`config.mk`:
```
export PLATFORM = sky130hd
export DESIGN_NAME = fec_erasure_top
export DESIGN_NICKNAME = d
export VERILOG_FILES = /design/src/fec_pkg.sv /design/src/rs_encode.sv /design/src/erasure_compact.sv /design/src/h_matrix_solver.sv /design/src/rs_decode.sv /design/src/fec_erasure_top.sv
export SDC_FILE = /design/constraint.sdc
export NUM_CORES = 2
export LEC_CHECK = 0
export BUFFER_PORTS_ARGS = -buffer_cell sky130_fd_sc_hd__buf_2
export CAP_MARGIN = 20
export CORE_UTILIZATION = 54
export CTS_BUF_LIST = sky130_fd_sc_hd__clkbuf_8
export DETAILED_ROUTE_END_ITERATION = 8
export PLACE_DENSITY = 0.73
export RECOVER_POWER = 25
export SYNTH_ARGS = -nofsm -noshare
export SYNTH_HDL_FRONTEND = slang
export SYNTH_SLANG_ARGS = --single-unit
```
`constraint.sdc`:
```
create_clock -name clk -period 11.2 [get_ports clk]
set_input_delay 1.12 -clock clk [delete_from_list [all_inputs] [get_ports clk]]
set_output_delay 1.12 -clock clk [all_outputs]
set_load 0.1 [all_outputs]
```
`src/fec_pkg.sv`:
```
package fec_pkg;

    localparam int SYM_SIZE = 4;                 // bits per field element
    localparam int RS_K     = 4;                 // data symbols per codeword
    localparam int RS_N     = 8;                 // code symbols per codeword
    localparam int POS_W    = $clog2(RS_N);      // width of a code position index

    typedef logic [SYM_SIZE-1:0] sym_t;
    typedef logic [POS_W-1:0]    pos_t;

    // primitive polynomial x^4 + x + 1, top bit dropped during reduction
    localparam logic [SYM_SIZE:0] GF_POLY = 5'b10011;

    function automatic sym_t gf_add(input sym_t a, input sym_t b);
        return a ^ b;
    endfunction

    // shift-and-add multiply, reducing whenever the shifted operand overflows
    function automatic sym_t gf_mul(input sym_t a, input sym_t b);
        sym_t prod;
        sym_t x;
        prod = '0;
        x    = a;
        for (int i = 0; i < SYM_SIZE; i++) begin
            if (b[i]) prod = prod ^ x;
            x = x[SYM_SIZE-1] ? ((x << 1) ^ GF_POLY[SYM_SIZE-1:0]) : (x << 1);
        end
        return prod;
    endfunction

    // inverse of alpha^i is alpha^(15-i), zero maps to zero
    function automatic sym_t gf_inv(input sym_t a);
        case (a)
            4'd1:    return 4'd1;
            4'd2:    return 4'd9;
            4'd3:    return 4'd14;
            4'd4:    return 4'd13;
            4'd5:    return 4'd11;
            4'd6:    return 4'd7;
            4'd7:    return 4'd6;
            4'd8:    return 4'd15;
            4'd9:    return 4'd2;
            4'd10:   return 4'd12;
            4'd11:   return 4'd5;
            4'd12:   return 4'd10;
            4'd13:   return 4'd4;
            4'd14:   return 4'd3;
            4'd15:   return 4'd8;
            default: return 4'd0;
        endcase
    endfunction

    // data rows are the identity; a parity row is the Cauchy row 1/(x_p + y_k),
    // with x_p taken from elements K..N-1 and y_k from elements 0..K-1
    function automatic sym_t gen_coef(input int p, input int k);
        if (p < RS_K) return (p == k) ? sym_t'(1) : sym_t'(0);
        return gf_inv(gf_add(sym_t'(p - RS_K + RS_K), sym_t'(k)));
    endfunction

endpackage

```
`src/rs_encode.sv`:
```
`timescale 1ns/1ps

module rs_encode
    import fec_pkg::*;
(
    input  logic                  clk,
    input  logic                  arst_n,

    input  sym_t [RS_K-1:0]       msg_in,
    input  logic [RS_N-1:0]       erase_mask,
    input  logic                  in_valid,
    output logic                  in_ready,

    output sym_t [RS_N-1:0]       code_out,
    output logic [RS_N-1:0]       mask_out,
    output logic                  out_valid,
    input  logic                  out_ready
);

    sym_t [RS_N-1:0] code_d;
    logic            accept;

    assign in_ready = out_ready | ~out_valid;  // room when empty or draining
    assign accept   = in_valid & in_ready;

    always_comb begin
        sym_t acc;
        for (int k = 0; k < RS_K; k++) code_d[k] = msg_in[k];  // systematic part
        for (int p = RS_K; p < RS_N; p++) begin
            acc = '0;
            for (int k = 0; k < RS_K; k++) acc = gf_add(acc, gf_mul(gen_coef(p, k), msg_in[k]));
            code_d[p] = acc;
        end
    end

    always_ff @(posedge clk or negedge arst_n) begin
        if (!arst_n) out_valid <= 1'b0;
        else if (accept) out_valid <= 1'b1;
        else if (out_ready) out_valid <= 1'b0;
    end

    always_ff @(posedge clk) begin
        if (accept) begin
            code_out <= code_d;
            mask_out <= erase_mask;
        end
    end

endmodule

```
`src/erasure_compact.sv`:
```
`timescale 1ns/1ps

module erasure_compact
    import fec_pkg::*;
(
    input  logic                  clk,
    input  logic                  arst_n,

    input  sym_t [RS_N-1:0]       code_in,
    input  logic [RS_N-1:0]       mask_in,
    input  logic                  in_valid,
    output logic                  in_ready,

    output sym_t [RS_K-1:0]       surv_out,
    output pos_t [RS_K-1:0]       surv_pos,
    output logic [RS_N-1:0]       mask_out,
    output logic                  out_valid,
    input  logic                  out_ready
);

    localparam int CNT_W = $clog2(RS_K) + 1;

    sym_t [RS_K-1:0] surv_d;
    pos_t [RS_K-1:0] pos_d;
    logic            accept;

    assign in_ready = out_ready | ~out_valid;
    assign accept   = in_valid & in_ready;

    // ascending scan, so data survivors always land ahead of parity survivors
    always_comb begin
        logic [CNT_W-1:0] cnt;
        cnt    = '0;
        surv_d = '0;
        pos_d  = '0;
        for (int p = 0; p < RS_N; p++) begin
            if (!mask_in[p] && cnt < CNT_W'(RS_K)) begin
                surv_d[cnt[CNT_W-2:0]] = code_in[p];
                pos_d[cnt[CNT_W-2:0]]  = pos_t'(p);
                cnt = cnt + 1'b1;
            end
        end
    end

    always_ff @(posedge clk or negedge arst_n) begin
        if (!arst_n) out_valid <= 1'b0;
        else if (accept) out_valid <= 1'b1;
        else if (out_ready) out_valid <= 1'b0;
    end

    always_ff @(posedge clk) begin
        if (accept) begin
            surv_out <= surv_d;
            surv_pos <= pos_d;
            mask_out <= mask_in;
        end
    end

endmodule

```
`src/h_matrix_solver.sv`:
```
`timescale 1ns/1ps

module h_matrix_solver
    import fec_pkg::*;
(
    input  logic                        clk,
    input  logic                        arst_n,

    input  sym_t [RS_K-1:0]             surv_in,
    input  pos_t [RS_K-1:0]             pos_in,
    input  logic [RS_N-1:0]             mask_in,
    input  logic                        in_valid,
    output logic                        in_ready,

    output sym_t [RS_K-1:0]             surv_out,
    output sym_t [RS_K-1:0][RS_K-1:0]   h_matrix,
    output logic [RS_N-1:0]             err_loc_vec,
    output logic                        out_valid,
    input  logic                        out_ready
);

    localparam int IDX_W = $clog2(RS_K);

    typedef enum logic [2:0] {S_IDLE, S_PIVOT, S_SWAP, S_SCALE, S_ELIM, S_DONE} state_t;

    state_t                    state;
    logic [IDX_W-1:0]          col;
    logic [IDX_W-1:0]          row;
    logic [IDX_W-1:0]          piv_row;
    logic [IDX_W-1:0]          piv_sel;
    sym_t [RS_K-1:0][RS_K-1:0] a_mat;     // generator submatrix, reduced to identity
    sym_t [RS_K-1:0][RS_K-1:0] b_mat;     // starts as identity, ends as the inverse
    sym_t [RS_K-1:0]           surv_q;
    logic [RS_K-1:0]           mask_q;
    sym_t                      piv_inv;
    sym_t                      factor;

    // lowest row at or below the diagonal with a nonzero entry in this column
    always_comb begin
        piv_sel = col;
        for (int r = RS_K-1; r >= 0; r--) begin
            if (r >= int'(col) && a_mat[r][col] != '0) piv_sel = IDX_W'(r);
        end
    end

    assign piv_inv = gf_inv(a_mat[col][col]);
    assign factor  = a_mat[row][col];

    always_ff @(posedge clk or negedge arst_n) begin
        if (!arst_n) begin
            state <= S_IDLE;
            col   <= '0;
            row   <= '0;
        end else begin
            case (state)
                S_IDLE: begin
                    if (in_valid) begin
                        state <= S_PIVOT;
                        col   <= '0;
                    end
                end
                S_PIVOT: state <= S_SWAP;
                S_SWAP:  state <= S_SCALE;
                S_SCALE: begin
                    state <= S_ELIM;
                    row   <= '0;
                end
                S_ELIM: begin
                    row <= row + 1'b1;  // one row cleared per cycle
                    if (row == IDX_W'(RS_K-1)) begin
                        if (col == IDX_W'(RS_K-1)) begin
                            state <= S_DONE;
                        end else begin
                            col   <= col + 1'b1;
                            state <= S_PIVOT;
                        end
                    end
                end
                S_DONE:  if (out_ready) state <= S_IDLE;
                default: state <= S_IDLE;
            endcase
        end
    end

    always_ff @(posedge clk) begin
        case (state)
            S_IDLE: begin
                if (in_valid) begin
                    surv_q <= surv_in;
                    mask_q <= mask_in[RS_K-1:0];
                    for (int r = 0; r < RS_K; r++) begin
                        for (int c = 0; c < RS_K; c++) begin
                            a_mat[r][c] <= gen_coef(int'(pos_in[r]), c);
                            b_mat[r][c] <= (r == c) ? sym_t'(1) : sym_t'(0);
                        end
                    end
                end
            end
            S_PIVOT: piv_row <= piv_sel;
            S_SWAP: begin
                a_mat[col]     <= a_mat[piv_row];
                a_mat[piv_row] <= a_mat[col];
                b_mat[col]     <= b_mat[piv_row];
                b_mat[piv_row] <= b_mat[col];
            end
            S_SCALE: begin
                for (int c = 0; c < RS_K; c++) begin
                    a_mat[col][c] <= gf_mul(a_mat[col][c], piv_inv);
                    b_mat[col][c] <= gf_mul(b_mat[col][c], piv_inv);
                end
            end
            S_ELIM: begin
                if (row != col) begin
                    for (int c = 0; c < RS_K; c++) begin
                        a_mat[row][c] <= gf_add(a_mat[row][c], gf_mul(factor, a_mat[col][c]));
                        b_mat[row][c] <= gf_add(b_mat[row][c], gf_mul(factor, b_mat[col][c]));
                    end
                end
            end
            default: ;
        endcase
    end

    assign in_ready    = (state == S_IDLE);
    assign out_valid   = (state == S_DONE);
    assign surv_out    = surv_q;
    assign h_matrix    = b_mat;  // row i maps the survivors onto data symbol i
    assign err_loc_vec = {{(RS_N-RS_K){1'b0}}, mask_q};

endmodule

```
`src/rs_decode.sv`:
```
`timescale 1ns/1ps

module rs_decode
    import fec_pkg::*;
(
    input  logic                        clk,
    input  logic                        arst_n,

    input  sym_t [RS_K-1:0]             data_in,
    input  sym_t [RS_K-1:0][RS_K-1:0]   h_matrix,
    input  logic [RS_N-1:0]             err_loc_vec,
    input  logic                        data_in_valid,
    output logic                        data_in_ready,

    output sym_t [RS_K-1:0]             data_out,
    output logic                        data_out_valid,
    input  logic                        data_out_ready
);

    localparam int PIPE_STAGES = 2;
    localparam int CNT_W       = $clog2(RS_K) + 1;

    sym_t [PIPE_STAGES-1:0][RS_K-1:0] data_pipe;
    logic [PIPE_STAGES-1:0][RS_N-1:0] err_pipe;
    logic [PIPE_STAGES-1:0]           valid_pipe;
    sym_t [RS_K-1:0][RS_K-1:0]        prod_d;
    sym_t [RS_K-1:0][RS_K-1:0]        prod_q;
    sym_t [RS_K-1:0]                  sum_d;
    sym_t [RS_K-1:0]                  sum_q;
    sym_t [RS_K-1:0]                  out_d;
    logic [RS_K-1:0][CNT_W-1:0]       cnt_d;
    logic [RS_K-1:0][CNT_W-1:0]       cnt_q;
    logic                             pipe_en;

    // everything holds while a result sits unaccepted at the output
    assign pipe_en       = ~(data_out_valid & ~data_out_ready);
    assign data_in_ready = pipe_en;

    always_ff @(posedge clk or negedge arst_n) begin
        if (!arst_n) begin
            valid_pipe     <= '0;
            data_out_valid <= 1'b0;
        end else if (pipe_en) begin
            valid_pipe[0] <= data_in_valid;
            for (int i = 1; i < PIPE_STAGES; i++) valid_pipe[i] <= valid_pipe[i-1];
            data_out_valid <= valid_pipe[PIPE_STAGES-1];
        end
    end

    // stage 0 forms products only for the erased data rows
    always_comb begin
        prod_d = '0;
        for (int i = 0; i < RS_K; i++) begin
            if (err_loc_vec[i]) begin
                for (int k = 0; k < RS_K; k++) prod_d[i][k] = gf_mul(data_in[k], h_matrix[i][k]);
            end
        end
    end

    // stage 1 sums the products; erasures counted from position 0 upward
    always_comb begin
        sum_d = '0;
        for (int i = 0; i < RS_K; i++) begin
            for (int k = 0; k < RS_K; k++) sum_d[i] = gf_add(sum_d[i], prod_q[i][k]);
        end
        cnt_d[0] = CNT_W'(err_pipe[0][0]);
        for (int i = 1; i < RS_K; i++) cnt_d[i] = cnt_d[i-1] + CNT_W'(err_pipe[0][i]);
    end

    // stage 2: an unerased symbol i sits cnt places lower among the survivors
    always_comb begin
        int idx;
        for (int i = 0; i < RS_K; i++) begin
            idx = i - int'(cnt_q[i]);
            if (err_pipe[1][i]) out_d[i] = sum_q[i];
            else out_d[i] = data_pipe[1][idx];
        end
    end

    always_ff @(posedge clk) begin
        if (pipe_en) begin
            data_pipe[0] <= data_in;
            err_pipe[0]  <= err_loc_vec;
            for (int i = 1; i < PIPE_STAGES; i++) begin
                data_pipe[i] <= data_pipe[i-1];
                err_pipe[i]  <= err_pipe[i-1];
            end
            prod_q   <= prod_d;
            sum_q    <= sum_d;
            cnt_q    <= cnt_d;
            data_out <= out_d;
        end
    end

endmodule

```
`src/fec_erasure_top.sv`:
```
`timescale 1ns/1ps

module fec_erasure_top
    import fec_pkg::*;
(
    input  logic                  clk,
    input  logic                  arst_n,

    input  sym_t [RS_K-1:0]       msg_in,
    input  logic [RS_N-1:0]       erase_mask,
    input  logic                  in_valid,
    output logic                  in_ready,

    output sym_t [RS_K-1:0]       msg_out,
    output logic                  out_valid,
    input  logic                  out_ready
);

    sym_t [RS_N-1:0]           enc_code;
    logic [RS_N-1:0]           enc_mask;
    logic                      enc_valid;
    logic                      enc_ready;

    sym_t [RS_K-1:0]           cmp_surv;
    pos_t [RS_K-1:0]           cmp_pos;
    logic [RS_N-1:0]           cmp_mask;
    logic                      cmp_valid;
    logic                      cmp_ready;

    sym_t [RS_K-1:0]           slv_surv;
    sym_t [RS_K-1:0][RS_K-1:0] slv_h;
    logic [RS_N-1:0]           slv_err;
    logic                      slv_valid;
    logic                      slv_ready;

    rs_encode enc_i (
        .clk, .arst_n, .msg_in, .erase_mask, .in_valid, .in_ready,
        .code_out(enc_code), .mask_out(enc_mask), .out_valid(enc_valid), .out_ready(enc_ready)
    );

    // the erasure step stands in for the channel, dropping marked symbols
    erasure_compact cmp_i (
        .clk, .arst_n,
        .code_in(enc_code), .mask_in(enc_mask), .in_valid(enc_valid), .in_ready(enc_ready),
        .surv_out(cmp_surv), .surv_pos(cmp_pos), .mask_out(cmp_mask),
        .out_valid(cmp_valid), .out_ready(cmp_ready)
    );

    h_matrix_solver slv_i (
        .clk, .arst_n,
        .surv_in(cmp_surv), .pos_in(cmp_pos), .mask_in(cmp_mask),
        .in_valid(cmp_valid), .in_ready(cmp_ready),
        .surv_out(slv_surv), .h_matrix(slv_h), .err_loc_vec(slv_err),
        .out_valid(slv_valid), .out_ready(slv_ready)
    );

    rs_decode dec_i (
        .clk, .arst_n,
        .data_in(slv_surv), .h_matrix(slv_h), .err_loc_vec(slv_err),
        .data_in_valid(slv_valid), .data_in_ready(slv_ready),
        .data_out(msg_out), .data_out_valid(out_valid), .data_out_ready(out_ready)
    );

endmodule

```
[Word-level counts from Yosys, hierarchy flattened]
Memory sizes are Yosys's and may differ from the RTL's.
Index checks and enable logic that the tools add are counted.
Storage, ports and cells
  RAM bits: 0
  latch bits: 0
  memories kept: 17
  bits in registers: 380
  logic and storage cells: 1097
  ROM bits: 1088
  output and inout port bits: 18
  bits of input ports: 28
Memories
  (no name shown): depth 16, width 4, read ports 1, clocked after memory_dff 0, wr ports 0, RTL line fec_pkg.sv:33  | case (a)
  (no name shown): depth 16, width 4, read ports 1, clocked after memory_dff 0, wr ports 0, RTL line fec_pkg.sv:33
  (no name shown): depth 16, width 4, read ports 1, clocked after memory_dff 0, wr ports 0, RTL line fec_pkg.sv:33
  (no name shown): depth 16, width 4, read ports 1, clocked after memory_dff 0, wr ports 0, RTL line fec_pkg.sv:33
  (no name shown): depth 16, width 4, read ports 1, clocked after memory_dff 0, wr ports 0, RTL line fec_pkg.sv:33
  (no name shown): depth 16, width 4, read ports 1, clocked after memory_dff 0, wr ports 0, RTL line fec_pkg.sv:33
  11 more memories
Cells by class
  shift-type cells: 0
  magnitude comparators: 38
  div/mod/pow operators: 0
  reduce and logical (&&, ||, !) cells: 46
  bitwise logic cells: 251
  muxes and demuxes: 595
  multiply operators: 0
  add/sub/neg operators: 23
  eq/ne operators: 25
Operator list (number)
  2-to-1 mux 4 bit: 368
  bitwise mux 64 bit: 20
  case mux 64 bit (4 select lines): 2
  XOR 4 bit: 128
  demux 16 bit (select 2 bit): 10
  2-to-1 mux 16 bit: 17
  2-to-1 mux 64 bit: 4
  binary-select mux 16 bit (select 2 bit): 6
  less-than comparator 32 x 4 -> 1 bit, second input constant: 4
  NOT 2 bit: 62
  bitwise mux 16 bit: 7
  2-to-1 mux 3 bit: 37
  2-to-1 mux 12 bit: 8
  2-to-1 mux 2 bit: 48
  binary-select mux 4 bit (select 2 bit): 10
  demux 4 bit (select 2 bit): 7
  NOT 3 bit: 15
  demux 3 bit (select 2 bit): 7
  2-to-1 mux 1 bit: 38
  == test 3 bit, second input constant: 10
  less-than comparator 3 bit, second input constant: 10
  NOT 4 bit: 7
  less-than comparator 2 x 3 -> 1 bit, second input constant: 9
  OR 8 bit: 3
  45 further kinds: 141

[Depth between registers and ports, before layout]
  depth after elaboration: 26
  gate-level depth with buffers: 21
  mapped depth without buffers: 19

[Hierarchy]
A second synthesis with hierarchy kept.
Second synthesis, totals
  cell total of the unflattened synthesis: 3707
  area, all modules: 33860.0 um^2
Modules (own cells, without submodules)
  h_matrix_solver: cells an instance 2381, sequential area each 4679.5 um^2, area each 19496.2 um^2, times used 1
  rs_decode: cells an instance 869, sequential area each 4339.2 um^2, area each 9290.2 um^2, times used 1
  erasure_compact: cells an instance 342, sequential area each 1106.1 um^2, area each 3170.5 um^2, times used 1
  rs_encode: cells an instance 115, sequential area each 1226.2 um^2, area each 1903.1 um^2, times used 1

[Worst setup path before layout]
OpenSTA, ideal clock, no wires.
  path type: reg-to-reg
  start: reg slv_i.col[1]
  end: reg slv_i.a_mat[0] (netlist name), enable pin
  required time: 10.408 ns
  clock period less this slack: 11.408 ns
  setup time: 0.792 ns
  buffers on the path: 5
  cell stages (with the launch flop): 10
  arrival time: 10.617 ns
  slack: -0.208 ns
  path through: dfrtp_1 buf_6 buf_4 buf_2 buf_2 clkbuf_1 xnor2_1 a21oi_1 a21oi_1 o21ai_0
Between the ends
  longest elaborated chain between the ends: 3
Ends and longest elaborated chain
  start: declaration: RTL line h_matrix_solver.sv:27  | logic [IDX_W-1:0] col;
  start signal: assignment: RTL line h_matrix_solver.sv:74  | col <= col + 1'b1;
  != test 2 bit: RTL line h_matrix_solver.sv:113  | if (row != col) begin
  != test 2 x 1 -> 1 bit (no line)
  AND reduction 3 bit (no line)
  end signal: indexed assignment: RTL line h_matrix_solver.sv:102  | a_mat[piv_row] <= a_mat[col];
  end signal: indexed assignment: RTL line h_matrix_solver.sv:108  | a_mat[col][c] <= gf_mul(a_mat[col][c], piv_inv);
  end signal: indexed assignment: RTL line h_matrix_solver.sv:115  | a_mat[row][c] <= gf_add(a_mat[row][c], gf_mul(factor, a_mat[col][c]));
  end: declaration: RTL line h_matrix_solver.sv:31  | sym_t [RS_K-1:0][RS_K-1:0] a_mat;
Every way passes these cells.
A chain may end at the register's enable or synchronous reset.

==> out/results.txt <==
via count - 29428
Leakage - 12.9 nW
Die Span Y - 250 um
post-synth top area cell - edfxtp_1
dominant synthesized flop cell - edfxtp_1
final critical-path required period - 5.72 ns
mean routed wirelength per cell - 26.9 um
clk sinks - 376
cells after synthesis - 3602
residual DRC count - 19
critical path buffer and inverter count - 2
first-pass GRT wire length - 170000 um
Final setup viols - 0
Routability Congestion - 1.01
failing checks - DRC, capacitance limit, slew limit
Port Buffers - 45
H-Tree Depth - 3
FFs w/ async S/R, synth - 3.19%
Layout area overhead - 5.22%
total CTS buffers - 69
synth top area cells - edfxtp_1 33%, xnor2_1 8.4%, nand2_1 6.5%
Most common cell on crit path - ha_1
CTS tree - built
share of the synthesized area in the top cell type - 32.8%
Mapped Area - 33300 um2
DIE WIDTH - 250 um
Vias/cell - 6.90
Clk Latency, worst-skew pair - 0.71 ns
initial antenna violation count - 4
I/O pin total - 46
Max stage delay on crit path - 0.71 ns
Max Fclk - 0.175 GHz
HPWL Detailed - 75900 um
Mapped Nets - 3686
EDFF count, synth - 364
Tcrit/Tclk final - 51.1%
nets - 3512
max cap viols - 1
core region area - 60600 um2
filler cell count - 5214
setup ws final - 5.48 ns
RSZ-0062 raised after global routing - false
Worst VDD drop - 0.0000759 V
CP Data Arrival Time - 6.15 ns
most frequent cells in the layout - 576 x nand2_1, 364 x edfxtp_1, 320 x xnor2_1, 224 x nor2_1, 199 x o21ai_0
CP Cell Sequence - inv_1 > ha_1 > and3b_1 > nor2_1 > xnor2_1 > ha_1 > inv_1 > nor4_2 > nor4_2 > a221o_1 > ha_1 > mux2_2 > nor3_2 > mux2_2
# resized after CTS - 0
clk buf depth - 3
Yosys Warn Count - 0
vias in the first global route - 26969
CP Capture Type - flip-flop
sequential-to-total area share from yosys stat - 33.8%
fin. max-slew vios - 60
Crit Path Max Fanout - 15
total track usage - 35.8%
cts hold-fix bufs - 0
commonest non-fill, non-tap cell in the layout - nand2_1
hold crit path type - reg2reg
CP startpoint kind - flip-flop
setup_tns - 0 ns
Slew Limit Headroom - -82.0%
Root Driver - clkbuf_8
synthesis-stage register bit count - 376
average size of a mapped cell - 9.24 um2
row count - 90
Fin. Hold Viols - 0
Worst-Margin Slew - 2.72 ns
Worst Path Class, Setup - reg2reg
iteration-0 DRC count of the detailed router - 4922
critical path's slowest cell - nor2_1
status - finished, violations left
post-CTS setup repair buffer count - 0
Post-Place Setup Slack - 5.61 ns
Post-Route WL - 115000 um
antenna-violating nets left - 0
global route overflow - 0
Detailed Routing Iterations Pass 1 - 9
delay-heaviest family, CP - simple AND/OR/NAND/NOR gates
Clock Skew - 0.0552 ns
die area - 62600 um2
share of cells above drive strength 1 - 11.7%
clk slew on worst S/H paths - 0.07 ns
Starting Density - 54.9%
power density over the cells - 86.3 nW/um2
critical path required time - 11.62 ns
pin count of the biggest net entering global routing - 88
Synth cell types - 78
final cells by class:
| cell class | instances | area [um2] | area share, % |
|---|---|---|---|
| Antenna cell | 2 | 5.00 | 0.0143 |
| Clock buffer | 69 | 950 | 2.71 |
| Clock inverter | 58 | 479 | 1.37 |
| Inverter | 65 | 245 | 0.700 |
| Multi-Input combinational cell | 2819 | 20500 | 58.6 |
| Sequential cell | 376 | 11200 | 32.1 |
| Tap cell | 782 | 978 | 2.79 |
| Timing Repair Buffer | 97 | 597 | 1.70 |
path summary, 6_finish.rpt:
check	from	to	slack, ns	depth (start not counted)
max reg2reg	enc_i.mask_out[0]	cmp_i.surv_out[0]	5.48	14
min in group asynchronous	arst_n	slv_i.state[2]	0.42	1
max in group asynchronous	arst_n	slv_i.col[1]	10.25	1
max	enc_i.mask_out[0]	cmp_i.surv_out[0]	5.48	14
min reg2reg	cmp_i.surv_out[11]	slv_i.surv_out[11]	0.41	0
min	cmp_i.surv_out[11]	slv_i.surv_out[11]	0.41	0
cell usage after synthesis (11+ instances only):
library cell / instances
xnor3_1: 19
and3_1: 19
a222oi_1: 64
dfrtp_1: 12
nor2b_1: 39
clkbuf_1: 261
a22oi_1: 60
xnor2_1: 320
a21boi_0: 24
edfxtp_1: 364
a31oi_1: 11
nand2b_1: 28
o22ai_1: 22
xor2_1: 139
ha_1: 54
o21ai_0: 200
and2_1: 74
a21oi_1: 185
o211ai_1: 71
inv_1: 64
nor4_1: 12
nor2_1: 227
o31ai_1: 24
buf_2: 32
or3_1: 11
buf_1: 35
a211oi_1: 71
a211o_1: 16
o221ai_1: 35
a221oi_1: 16
nand3_1: 38
mux4_2: 84
nor3_1: 11
mux2_2: 74
nand2_1: 576
a21o_1: 16
a31o_2: 29
mux2i_1: 142
registers in the layout, summed over array words and instances (netlist names), 4 cells and up:
signal / cells
enc_i.mask_out: 8
dec_i.sum_q: 16
dec_i.err_pipe: 7
slv_i.mask_q: 4
dec_i.prod_q: 64
cmp_i.mask_out: 4
dec_i.cnt_q: 6
slv_i.a_mat: 64
dec_i.data_pipe: 32
slv_i.h_matrix: 64
dec_i.data_out: 16
slv_i.surv_out: 16
cmp_i.surv_pos: 12
enc_i.code_out: 32
cmp_i.surv_out: 16
where the power goes:
part	switching [mW]	leakage [nW]	internal (mW)	total (mW)
clock	0.656	0.778	0.752	1.41
sequential	0.00000444	3.70	1.53	1.53
combinational	0.0440	8.47	0.0397	0.0837
total	0.700	12.9	2.32	3.02
cell families (layout without fill, tap and decap cells):
group	count (synthesis)	count (layout)	synth area share, %
simple gates	1068	1068	14.0
compound gates	902	902	18.5
xor+xnor	485	485	13.9
buf+inv	407	289	4.89
flops	376	376	33.8
mux	308	308	12.9
fa+ha+maj	56	56	2.15
other cells	0	2	0
routing by layer:
| metal | share of wire, % | wire [um] | vias up | track usage [%] |
|---|---|---|---|---|
| met1 | 36 | 41700 | 13715 | 46.5 |
| met3 | 15 | 16800 | 583 | 11.6 |
| li1 | - | - | 12813 | - |
| met2 | 42 | 48500 | 2313 | 52.8 |
| met5 | 0.020 | 23 | - | 0 |
| met4 | 6.7 | 7690 | 4 | 19.7 |
through the flow:
stage | hold WS, ns | std cells | total power [mW] | instance area [um2] | utilization (%)
floorplan | 0.400 | 3602 | 1.62 | 33300 | -
global placement | 0.401 | 4137 | 1.64 | 33600 | 55.4
detailed placement | 0.405 | 4138 | 1.64 | 33600 | 55.5
CTS | 0.260 | 4265 | 3.04 | 35000 | 57.8
global route | 0.421 | 4268 | 3.10 | 35000 | 57.8
finish | 0.414 | 4268 | 3.02 | 35000 | 57.8
worst reg2reg max path, cell delays in order, from the launching register on:
cell and delay [ns]:
edfxtp_1 0.51, inv_1 0.18, ha_1 0.38, and3b_1 0.35
nor2_1 0.71, xnor2_1 0.34, ha_1 0.30, inv_1 0.08
nor4_2 0.54, nor4_2 0.20, a221o_1 0.40, ha_1 0.30
mux2_2 0.31, nor3_2 0.46, mux2_2 0.40
No activity file was read; power rests on OpenSTA's default activity.
